## src/fu_consts.svh

```systemverilog
`ifndef FU_CONSTS_SVH
`define FU_CONSTS_SVH

// Number of identical ALU lanes in the cluster
`define FU_NB_LANES 4

// Datapath widths
`define FU_DATA_W   32
`define FU_ROB_ID_W 6
`define FU_OP_W     3

// ALU operation codes
`define FU_OP_ADD 3'd0
`define FU_OP_SUB 3'd1
`define FU_OP_AND 3'd2
`define FU_OP_OR  3'd3
`define FU_OP_XOR 3'd4
// Shifts use the low 5 bits of operand b
`define FU_OP_SLL 3'd5
`define FU_OP_SRL 3'd6
// Signed compare, result is 1 or 0
`define FU_OP_SLT 3'd7

`endif

```

## src/fu_pkg.sv

```systemverilog
`include "fu_consts.svh"

package fu_pkg;

    // Operand or result word
    typedef logic [`FU_DATA_W-1:0] data_t;

    // Reorder-buffer entry id
    typedef logic [`FU_ROB_ID_W-1:0] rob_id_t;

    // ALU operation code
    typedef logic [`FU_OP_W-1:0] fu_op_t;

    // Lane number and one-bit-per-lane vector
    typedef logic [$clog2(`FU_NB_LANES)-1:0] lane_idx_t;
    typedef logic [`FU_NB_LANES-1:0] lane_vec_t;

endpackage

```

## src/fu_alu_lane.sv

```systemverilog
`include "fu_consts.svh"

module fu_alu_lane
    import fu_pkg::*;
(
    input  logic    clk,
    input  logic    arst_n_i,
    // From dispatch
    input  logic    valid_i,
    input  fu_op_t  op_i,
    input  data_t   a_i,
    input  data_t   b_i,
    input  rob_id_t id_i,
    input  logic    wb_en_i,
    output logic    ready_o,
    // To write-back
    input  logic    grant_i,
    output logic    res_valid_o,
    output data_t   res_data_o,
    output rob_id_t res_id_o,
    output logic    res_wb_en_o
);

    // Stage 1 holds the raw operation
    logic    s1_valid_q;
    fu_op_t  s1_op_q;
    data_t   s1_a_q;
    data_t   s1_b_q;
    rob_id_t s1_id_q;
    logic    s1_wb_en_q;

    // Stage 2 holds the computed result until granted
    logic    s2_valid_q;
    data_t   s2_data_q;
    rob_id_t s2_id_q;
    logic    s2_wb_en_q;

    data_t   alu_res;
    logic    s2_free;
    logic    s1_move;
    logic    s1_load;

    // Stage 2 can take a new result when empty or draining this cycle
    assign s2_free = !s2_valid_q || grant_i;
    assign s1_move = s1_valid_q && s2_free;
    assign ready_o = !s1_valid_q || s2_free;
    assign s1_load = valid_i && ready_o;

    always_comb begin
        case (s1_op_q)
            `FU_OP_ADD: alu_res = s1_a_q + s1_b_q;
            `FU_OP_SUB: alu_res = s1_a_q - s1_b_q;
            `FU_OP_AND: alu_res = s1_a_q & s1_b_q;
            `FU_OP_OR:  alu_res = s1_a_q | s1_b_q;
            `FU_OP_XOR: alu_res = s1_a_q ^ s1_b_q;
            `FU_OP_SLL: alu_res = s1_a_q << s1_b_q[4:0];
            `FU_OP_SRL: alu_res = s1_a_q >> s1_b_q[4:0];
            default:    alu_res = data_t'($signed(s1_a_q) < $signed(s1_b_q));
        endcase
    end

    always_ff @(posedge clk or negedge arst_n_i) begin
        if (!arst_n_i) begin
            s1_valid_q <= 1'b0;
            s2_valid_q <= 1'b0;
        end else begin
            if (s1_load) begin
                s1_valid_q <= 1'b1;
            end else if (s1_move) begin
                s1_valid_q <= 1'b0;
            end
            if (s1_move) begin
                s2_valid_q <= 1'b1;
            end else if (grant_i) begin
                s2_valid_q <= 1'b0;
            end
        end
    end

    always_ff @(posedge clk) begin
        if (s1_load) begin
            s1_op_q    <= op_i;
            s1_a_q     <= a_i;
            s1_b_q     <= b_i;
            s1_id_q    <= id_i;
            s1_wb_en_q <= wb_en_i;
        end
        if (s1_move) begin
            s2_data_q  <= alu_res;
            s2_id_q    <= s1_id_q;
            s2_wb_en_q <= s1_wb_en_q;
        end
    end

    assign res_valid_o = s2_valid_q;
    assign res_data_o  = s2_data_q;
    assign res_id_o    = s2_id_q;
    assign res_wb_en_o = s2_wb_en_q;

    // Write-back only grants a lane that has a result
    a_grant_has_result : assert property (
        @(posedge clk) disable iff (!arst_n_i)
        grant_i |-> res_valid_o
    ) else $error("grant without a pending result");

    // A waiting result must not change under the arbiter
    a_result_stable : assert property (
        @(posedge clk) disable iff (!arst_n_i)
        res_valid_o && !grant_i |=> res_valid_o && $stable(res_data_o)
            && $stable(res_id_o) && $stable(res_wb_en_o)
    ) else $error("pending result changed before grant");

endmodule

```

## src/fu_dispatch.sv

```systemverilog
`include "fu_consts.svh"

module fu_dispatch
    import fu_pkg::*;
(
    input  logic      clk,
    input  logic      arst_n_i,
    // From issue stage
    input  logic      issue_valid_i,
    input  lane_idx_t issue_lane_i,
    // Ready bits returned by the lanes
    input  lane_vec_t lane_ready_i,
    // Per-lane valid strobes
    output lane_vec_t lane_valid_o,
    // Ready vector back to issue
    output lane_vec_t issue_ready_o
);

    // One-hot decode of the target lane
    always_comb begin
        for (int i = 0; i < `FU_NB_LANES; i++) begin
            lane_valid_o[i] = issue_valid_i && (issue_lane_i == lane_idx_t'(i));
        end
    end

    // Issue picks its lane from this vector
    assign issue_ready_o = lane_ready_i;

    // Issue must only target a lane that is ready
    a_issue_to_ready_lane : assert property (
        @(posedge clk) disable iff (!arst_n_i)
        issue_valid_i |-> lane_ready_i[issue_lane_i]
    ) else $error("issue to lane %0d while it is not ready", issue_lane_i);

endmodule

```

## src/fu_writeback.sv

```systemverilog
`include "fu_consts.svh"

module fu_writeback
    import fu_pkg::*;
(
    input  logic      clk,
    input  logic      arst_n_i,
    // Results from the lanes
    input  lane_vec_t res_valid_i,
    input  data_t     res_data_i [`FU_NB_LANES],
    input  rob_id_t   res_id_i [`FU_NB_LANES],
    input  lane_vec_t res_wb_en_i,
    output lane_vec_t grant_o,
    // Write-back port
    output logic      wb_valid_o,
    output data_t     wb_data_o,
    output rob_id_t   wb_id_o,
    // Completion port
    output logic      cpl_valid_o,
    output rob_id_t   cpl_id_o
);

    // Lane with the highest priority this cycle
    lane_idx_t rr_ptr_q;
    lane_idx_t rr_idx;
    lane_idx_t sel;
    logic      found;

    // First valid lane at or after the pointer, wrapping around
    always_comb begin
        found   = 1'b0;
        sel     = rr_ptr_q;
        rr_idx  = rr_ptr_q;
        grant_o = '0;
        for (int i = 0; i < `FU_NB_LANES; i++) begin
            rr_idx = rr_ptr_q + lane_idx_t'(i);
            if (!found && res_valid_i[rr_idx]) begin
                found = 1'b1;
                sel   = rr_idx;
            end
        end
        if (found) begin
            grant_o[sel] = 1'b1;
        end
    end

    // Pointer moves past the lane just served
    always_ff @(posedge clk or negedge arst_n_i) begin
        if (!arst_n_i) begin
            rr_ptr_q <= '0;
        end else if (found) begin
            rr_ptr_q <= sel + lane_idx_t'(1);
        end
    end

    assign cpl_valid_o = found;
    assign cpl_id_o    = res_id_i[sel];

    // Only results that target a register use the write-back port
    assign wb_valid_o  = found && res_wb_en_i[sel];
    assign wb_data_o   = res_data_i[sel];
    assign wb_id_o     = res_id_i[sel];

    a_grant_onehot : assert property (
        @(posedge clk) disable iff (!arst_n_i)
        $onehot0(grant_o)
    ) else $error("more than one lane granted");

endmodule

```

## src/fus.sv

```systemverilog
`include "fu_consts.svh"

module fus
    import fu_pkg::*;
(
    input  logic      clk,
    input  logic      arst_n_i,
    // From issue stage
    input  logic      issue_valid_i,
    input  lane_idx_t issue_lane_i,
    input  fu_op_t    issue_op_i,
    input  data_t     issue_a_i,
    input  data_t     issue_b_i,
    input  rob_id_t   issue_id_i,
    input  logic      issue_wb_en_i,
    output lane_vec_t issue_ready_o,
    // Write-back port
    output logic      wb_valid_o,
    output data_t     wb_data_o,
    output rob_id_t   wb_id_o,
    // Completion port
    output logic      cpl_valid_o,
    output rob_id_t   cpl_id_o
);

    lane_vec_t lane_valid;
    lane_vec_t lane_ready;
    lane_vec_t lane_grant;
    lane_vec_t res_valid;
    lane_vec_t res_wb_en;
    data_t     res_data [`FU_NB_LANES];
    rob_id_t   res_id [`FU_NB_LANES];

    fu_dispatch u_dispatch (
        .clk          (clk),
        .arst_n_i     (arst_n_i),
        .issue_valid_i(issue_valid_i),
        .issue_lane_i (issue_lane_i),
        .lane_ready_i (lane_ready),
        .lane_valid_o (lane_valid),
        .issue_ready_o(issue_ready_o)
    );

    // Operation fields go to every lane, only the valid is steered
    for (genvar g = 0; g < `FU_NB_LANES; g++) begin : g_lane
        fu_alu_lane u_lane (
            .clk        (clk),
            .arst_n_i   (arst_n_i),
            .valid_i    (lane_valid[g]),
            .op_i       (issue_op_i),
            .a_i        (issue_a_i),
            .b_i        (issue_b_i),
            .id_i       (issue_id_i),
            .wb_en_i    (issue_wb_en_i),
            .ready_o    (lane_ready[g]),
            .grant_i    (lane_grant[g]),
            .res_valid_o(res_valid[g]),
            .res_data_o (res_data[g]),
            .res_id_o   (res_id[g]),
            .res_wb_en_o(res_wb_en[g])
        );
    end

    fu_writeback u_writeback (
        .clk        (clk),
        .arst_n_i   (arst_n_i),
        .res_valid_i(res_valid),
        .res_data_i (res_data),
        .res_id_i   (res_id),
        .res_wb_en_i(res_wb_en),
        .grant_o    (lane_grant),
        .wb_valid_o (wb_valid_o),
        .wb_data_o  (wb_data_o),
        .wb_id_o    (wb_id_o),
        .cpl_valid_o(cpl_valid_o),
        .cpl_id_o   (cpl_id_o)
    );

endmodule

```

## config.mk

```make
export PLATFORM = sky130hd
export DESIGN_NAME = fus
export DESIGN_NICKNAME = d
export VERILOG_FILES = /design/src/fu_pkg.sv /design/src/fu_alu_lane.sv /design/src/fu_dispatch.sv /design/src/fu_writeback.sv /design/src/fus.sv
export VERILOG_INCLUDE_DIRS = /design/src
export SDC_FILE = /design/constraint.sdc
export NUM_CORES = 2
export LEC_CHECK = 0
export ABC_AREA = 1
export BUFFER_PORTS_ARGS = -buffer_cell sky130_fd_sc_hd__buf_2
export CAP_MARGIN = 5
export CELL_PAD_IN_SITES_DETAIL_PLACEMENT = 1
export CELL_PAD_IN_SITES_GLOBAL_PLACEMENT = 2
export CORE_ASPECT_RATIO = 1.25
export CORE_UTILIZATION = 39
export CTS_CLUSTER_SIZE = 12
export DETAILED_ROUTE_END_ITERATION = 7
export PLACE_DENSITY = 0.95
export SYNTH_ARGS = -nofsm -noshare
export SYNTH_HDL_FRONTEND = slang
export SYNTH_HIERARCHICAL = 1
export SYNTH_SLANG_ARGS = --single-unit
```

## constraint.sdc

```tcl
create_clock -name clk -period 13.3 [get_ports clk]
set_input_delay 0 -clock clk [delete_from_list [all_inputs] [get_ports clk]]
set_output_delay 0 -clock clk [all_outputs]
set_load 0.02 [all_outputs]
```

==> tab_implementation.tex <==
\begin{tabular}{lr}
\hline
Metric & Value \\
\hline
\multicolumn{2}{l}{\textbf{Synth}} \\
\quad Commonest register cell after synthesis & edfxtp\_1 \\
\quad Nets in the synthesized netlist & 9164 \\
\quad Area of the mapped netlist & 53900 um2 \\
\quad Number of flops mapped to enable cells by yosys & 452 \\
\quad Portion of the post-synthesis area used by sequential elements & 0.256 \\
\quad Fraction of post-synthesis cell area in the top cell type by area & 0.252 \\
\quad Distinct cells, synth & 56 \\
\quad Yosys warns & 6 \\
\quad Post-synthesis sequential element count & 462 \\
\quad Share of synthesized registers carrying an async set or reset & 0.0216 \\
\quad Cells taking the most area after synthesis & edfxtp\_1 (25\%), nand2\_1 (19\%), nand3\_1 (12\%) \\
\quad Cell count after synthesis & 8649 \\
\quad Synth area leader & edfxtp\_1 \\
\quad Average footprint of a synthesized cell & 6.24 um2 \\
\multicolumn{2}{l}{\textbf{Detailed routing}} \\
\quad DRC errors left & 0 \\
\quad Routed wire length per instance & 30.2 um \\
\quad Final antenna-violating net count & 0 \\
\quad Post-Route WL & 318000 um \\
\quad Detailed router's first-iteration violation count & 7298 \\
\quad Per-cell via count in the routed design & 6.03 \\
\quad Detailed-route via count & 63400 \\
\quad Number of detailed-routing iterations run before antenna repair & 6 \\
\multicolumn{2}{l}{\textbf{Clock tree}} \\
\quad CTS H-Tree Depth & 2 \\
\quad PostCTS Resize Cnt & 0 \\
\quad Clock-pin transition on the worst setup and hold timing paths & 70 ps \\
\quad Clock Tree Buf Depth & 3 \\
\quad Root Driver & clkbuf\_16 \\
\quad Post CTS Setup Buffer Count & 0 \\
\quad Total clock sinks & 462 \\
\quad CTS tree & done \\
\quad Number of CTS-inserted buffers & 58 \\
\quad Clock insertion delay at the later pin of the skew report & 720 ps \\
\multicolumn{2}{l}{\textbf{Global routing}} \\
\quad Pin count of the biggest net entering global routing & 84 \\
\quad Met3 track utilization from global routing & 0.0982 \\
\quad Overall global routing resource usage & 0.443 \\
\quad Number of global-route vias before repair & 62100 \\
\quad Initial antenna violation count & 59 \\
\quad Routing layer with the top usage in global route & met2 \\
\quad First-pass GRT wire length & 443000 um \\
\quad Grt met2 use & 0.683 \\
\quad Leftover overflow at the end of global routing & 0 \\
\quad Global routing usage on met1 & 0.532 \\
\multicolumn{2}{l}{\textbf{Setup path}} \\
\quad CP Data Arrival Time & 4830 ps \\
\quad Reg2Reg Setup Slack & 8580 ps \\
\quad Critical register-to-register path startpoint & u\_writeback/rr\_ptr\_q[0] \\
\quad Worst Path Required & 13300 ps \\
\quad Start point of the critical path & u\_writeback/rr\_ptr\_q[0] \\
\quad Largest fanout of any net on the critical path & 83 \\
\quad Path type of the worst setup path & register to output pin \\
\quad Worst Setup Start Kind & register \\
\quad Endpoint class of the critical path & output pin \\
\multicolumn{2}{l}{\textbf{Min path}} \\
\quad Min-delay worst type & input pin to register \\
\quad Min-Delay Startpoint & issue\_a\_i[24] \\
\multicolumn{2}{l}{\textbf{Die}} \\
\quad Starting density of the core & 0.393 \\
\quad Count of boundary I/O pins & 129 \\
\quad Core region area & 137000 um2 \\
\quad Floorplan row count & 152 \\
\quad Die Span X & 335 um \\
\quad Die span in y & 418 um \\
\quad Floorplan die area & 140000 um2 \\
\multicolumn{2}{l}{\textbf{Pwr}} \\
\quad Clock share of power & 0.216 \\
\quad Switching share of power & 0.536 \\
\quad Power density cells & 141 nW/um2 \\
\quad Internal power summed over all cells & 0.00382 W \\
\quad Reg power frac & 0.257 \\
\quad Switching Power & 0.00441 W \\
\quad Combinational share of power & 0.527 \\
\quad Maximum VDD drop & 238 uV \\
\quad Leakage & 29.0 nW \\
\multicolumn{2}{l}{\textbf{Cells and area}} \\
\quad Layout cell share with drive strength beyond 1 & 0.0520 \\
\quad Area growth syn-to-layout & 7.94\% \\
\quad Net total in the final layout & 9096 \\
\quad Count of non-filler cells in the finished layout & 10500 \\
\quad Post-layout util & 0.424 \\
\quad Finished layout cell area & 58200 um2 \\
\quad FILL cells & 18400 \\
\multicolumn{2}{l}{\textbf{STA}} \\
\quad Total negative slack & 0 ps \\
\quad Total count of hold-check failures in the final report & 0 \\
\quad Worst Tran Pin Value & 1180 ps \\
\quad Count of endpoints failing setup in the final report & 0 \\
\quad Highest clock frequency the design can meet & 207 MHz \\
\quad Setup repair after global routing missed its margin & no \\
\quad Slew HR & 0.210 \\
\quad Final worst-path setup slack & 8470 ps \\
\quad Fin crit period & 4830 ps \\
\quad Portion of the clock cycle consumed by the worst path in the final layout & 0.363 \\
\quad Total count of max-transition violations in the final report & 0 \\
\quad Clock skew & 49.6 ps \\
\multicolumn{2}{l}{\textbf{Placed design}} \\
\quad Cell Area, Placed & 55300 um2 \\
\quad Port bufs & 128 \\
\quad RD Place Congestion & 1.06 \\
\quad Post-placement cell count & 10300 \\
\quad Post-placement worst setup slack & 8600 ps \\
\quad Half-perimeter wire length of the detailed placement result & 252000 um \\
\multicolumn{2}{l}{\textbf{Run status}} \\
\quad Run status & finished clean \\
\multicolumn{2}{l}{\textbf{Run}} \\
\quad Max Cap Violations & 0 \\
\hline
\end{tabular}
sequential cells by signal (all words and copies together), names as in the netlist:
signal and flops:
u_writeback/rr_ptr_q 2, g_lane.u_lane/s1_a_q 128, g_lane.u_lane/res_valid_o 4, g_lane.u_lane/s1_valid_q 4
g_lane.u_lane/s1_wb_en_q 4, g_lane.u_lane/res_wb_en_o 4, g_lane.u_lane/s1_id_q 24, g_lane.u_lane/res_data_o 128
g_lane.u_lane/res_id_o 24, g_lane.u_lane/s1_op_q 12, g_lane.u_lane/s1_b_q 128
synthesized netlist by cell type, types with 14 or more instances:
cell	instances
o21bai_1	56
nand4_1	59
edfxtp_1	452
o221ai_1	22
a221oi_1	15
nor2_1	702
inv_1	1206
nand2_1	2673
buf_1	32
buf_4	32
a21oi_2	21
inv_2	41
o21a_1	34
a211oi_1	15
buf_6	36
nand2_2	14
nand3_1	1277
nor3_1	53
o21ai_0	279
buf_2	215
a21oi_1	467
nor4_1	15
o22ai_1	67
ha_1	428
or2_2	15
nand3b_1	22
o211ai_1	137
o21ai_1	62
clkbuf_1	91
through the flow:
stage | hold slack (ps) | total power, W
global route | 190 | 0.00839
CTS | 155 | 0.00804
floorplan | -296 | 0.00444
global placement | -29.3 | 0.00619
detailed placement | -30.8 | 0.00625
finish | 212 | 0.00822
area by class of cell:
type / count / area [um2] / share of cell area
antenna: 42 / 105 / 0.00181
clock buffer: 65 / 1490 / 0.0256
clock inverter: 41 / 497 / 0.00853
inverter: 1254 / 4720 / 0.0811
multi-input combinational: 6519 / 33200 / 0.571
sequential: 462 / 13800 / 0.237
tap: 1848 / 2310 / 0.0397
timing repair buffer: 286 / 2030 / 0.0349
worst max-delay path, stage by stage, from the launching register on:
cell     delay (ps)
dfrtp_1         590
inv_2           180
nand2_1         100
nand2_1         130
nand2_1         110
nand2_2          90
nor2_4          150
nand4_2         220
nand2_8         490
buf_4           740
nand2_1         140
nand2_1         100
nand2_1          50
a21oi_1         680
buf_2           300
metal layers:
| metal | part of all wire | routed length, um |
|---|---|---|
| met4 | 0.089 | 28200 |
| met5 | 0.00061 | 193 |
| met1 | 0.38 | 119000 |
| met3 | 0.097 | 30800 |
| met2 | 0.44 | 139000 |
repair_timing:
item / 4_1_cts / 5_1_grt
hold buffers: 81 / 0
endpoints found under the setup margin: 0 / 0
hold endpoints to repair: 310 / 0
path summary, 6_finish.rpt:
check                                                     to  cells past startpoint
max in group asynchronous        g_lane[3].u_lane/s1_valid_q                      3
worst max-delay path                              wb_valid_o                     14
worst min-delay path             g_lane[1].u_lane/s1_a_q[24]                      2
worst max register to register   g_lane[2].u_lane/s1_b_q[13]                     17
worst min register to register  g_lane[3].u_lane/res_id_o[0]                      0
min in group asynchronous            u_writeback/rr_ptr_q[1]                      3
cell families after synthesis:
logic type,after synthesis,synth area share
multiplexers,7,0.00176
buffers and inverters,1668,0.129
AO/OA/AOI/OAI,1209,0.132
AND/OR/NAND/NOR,4861,0.378
XOR/XNOR,6,0.000974
flip-flops,462,0.256
adder cells (fa/ha/maj),436,0.102
power groups by stage:
stage	clock network (W)	logic, W	registers [W]
2_1_floorplan	0	0.00246	0.00197
3_5_place_dp	0	0.00412	0.00212
4_1_cts	0.00178	0.00416	0.00210
5_1_grt	0.00182	0.00447	0.00211
3_3_place_gp	0	0.00407	0.00212
6_report	0.00178	0.00434	0.00211
cells in the final DEF, fill, tap and decap left out, types with 48 or more instances in the layout:
cell	netlist	routed
nand2_1	2673	2671
ha_1	428	428
o21bai_1	56	56
buf_4	32	77
clkbuf_16	0	58
buf_2	215	128
inv_2	41	48
o21ai_0	279	279
edfxtp_1	452	452
nand4_1	59	59
nand3_1	1277	1276
nor3_1	53	53
o22ai_1	67	67
nor2_1	702	702
o21ai_1	62	62
inv_1	1206	1195
a21oi_1	467	463
o211ai_1	137	137
dlygate4sd3_1	0	81
(Power assumes the default switching activity.)
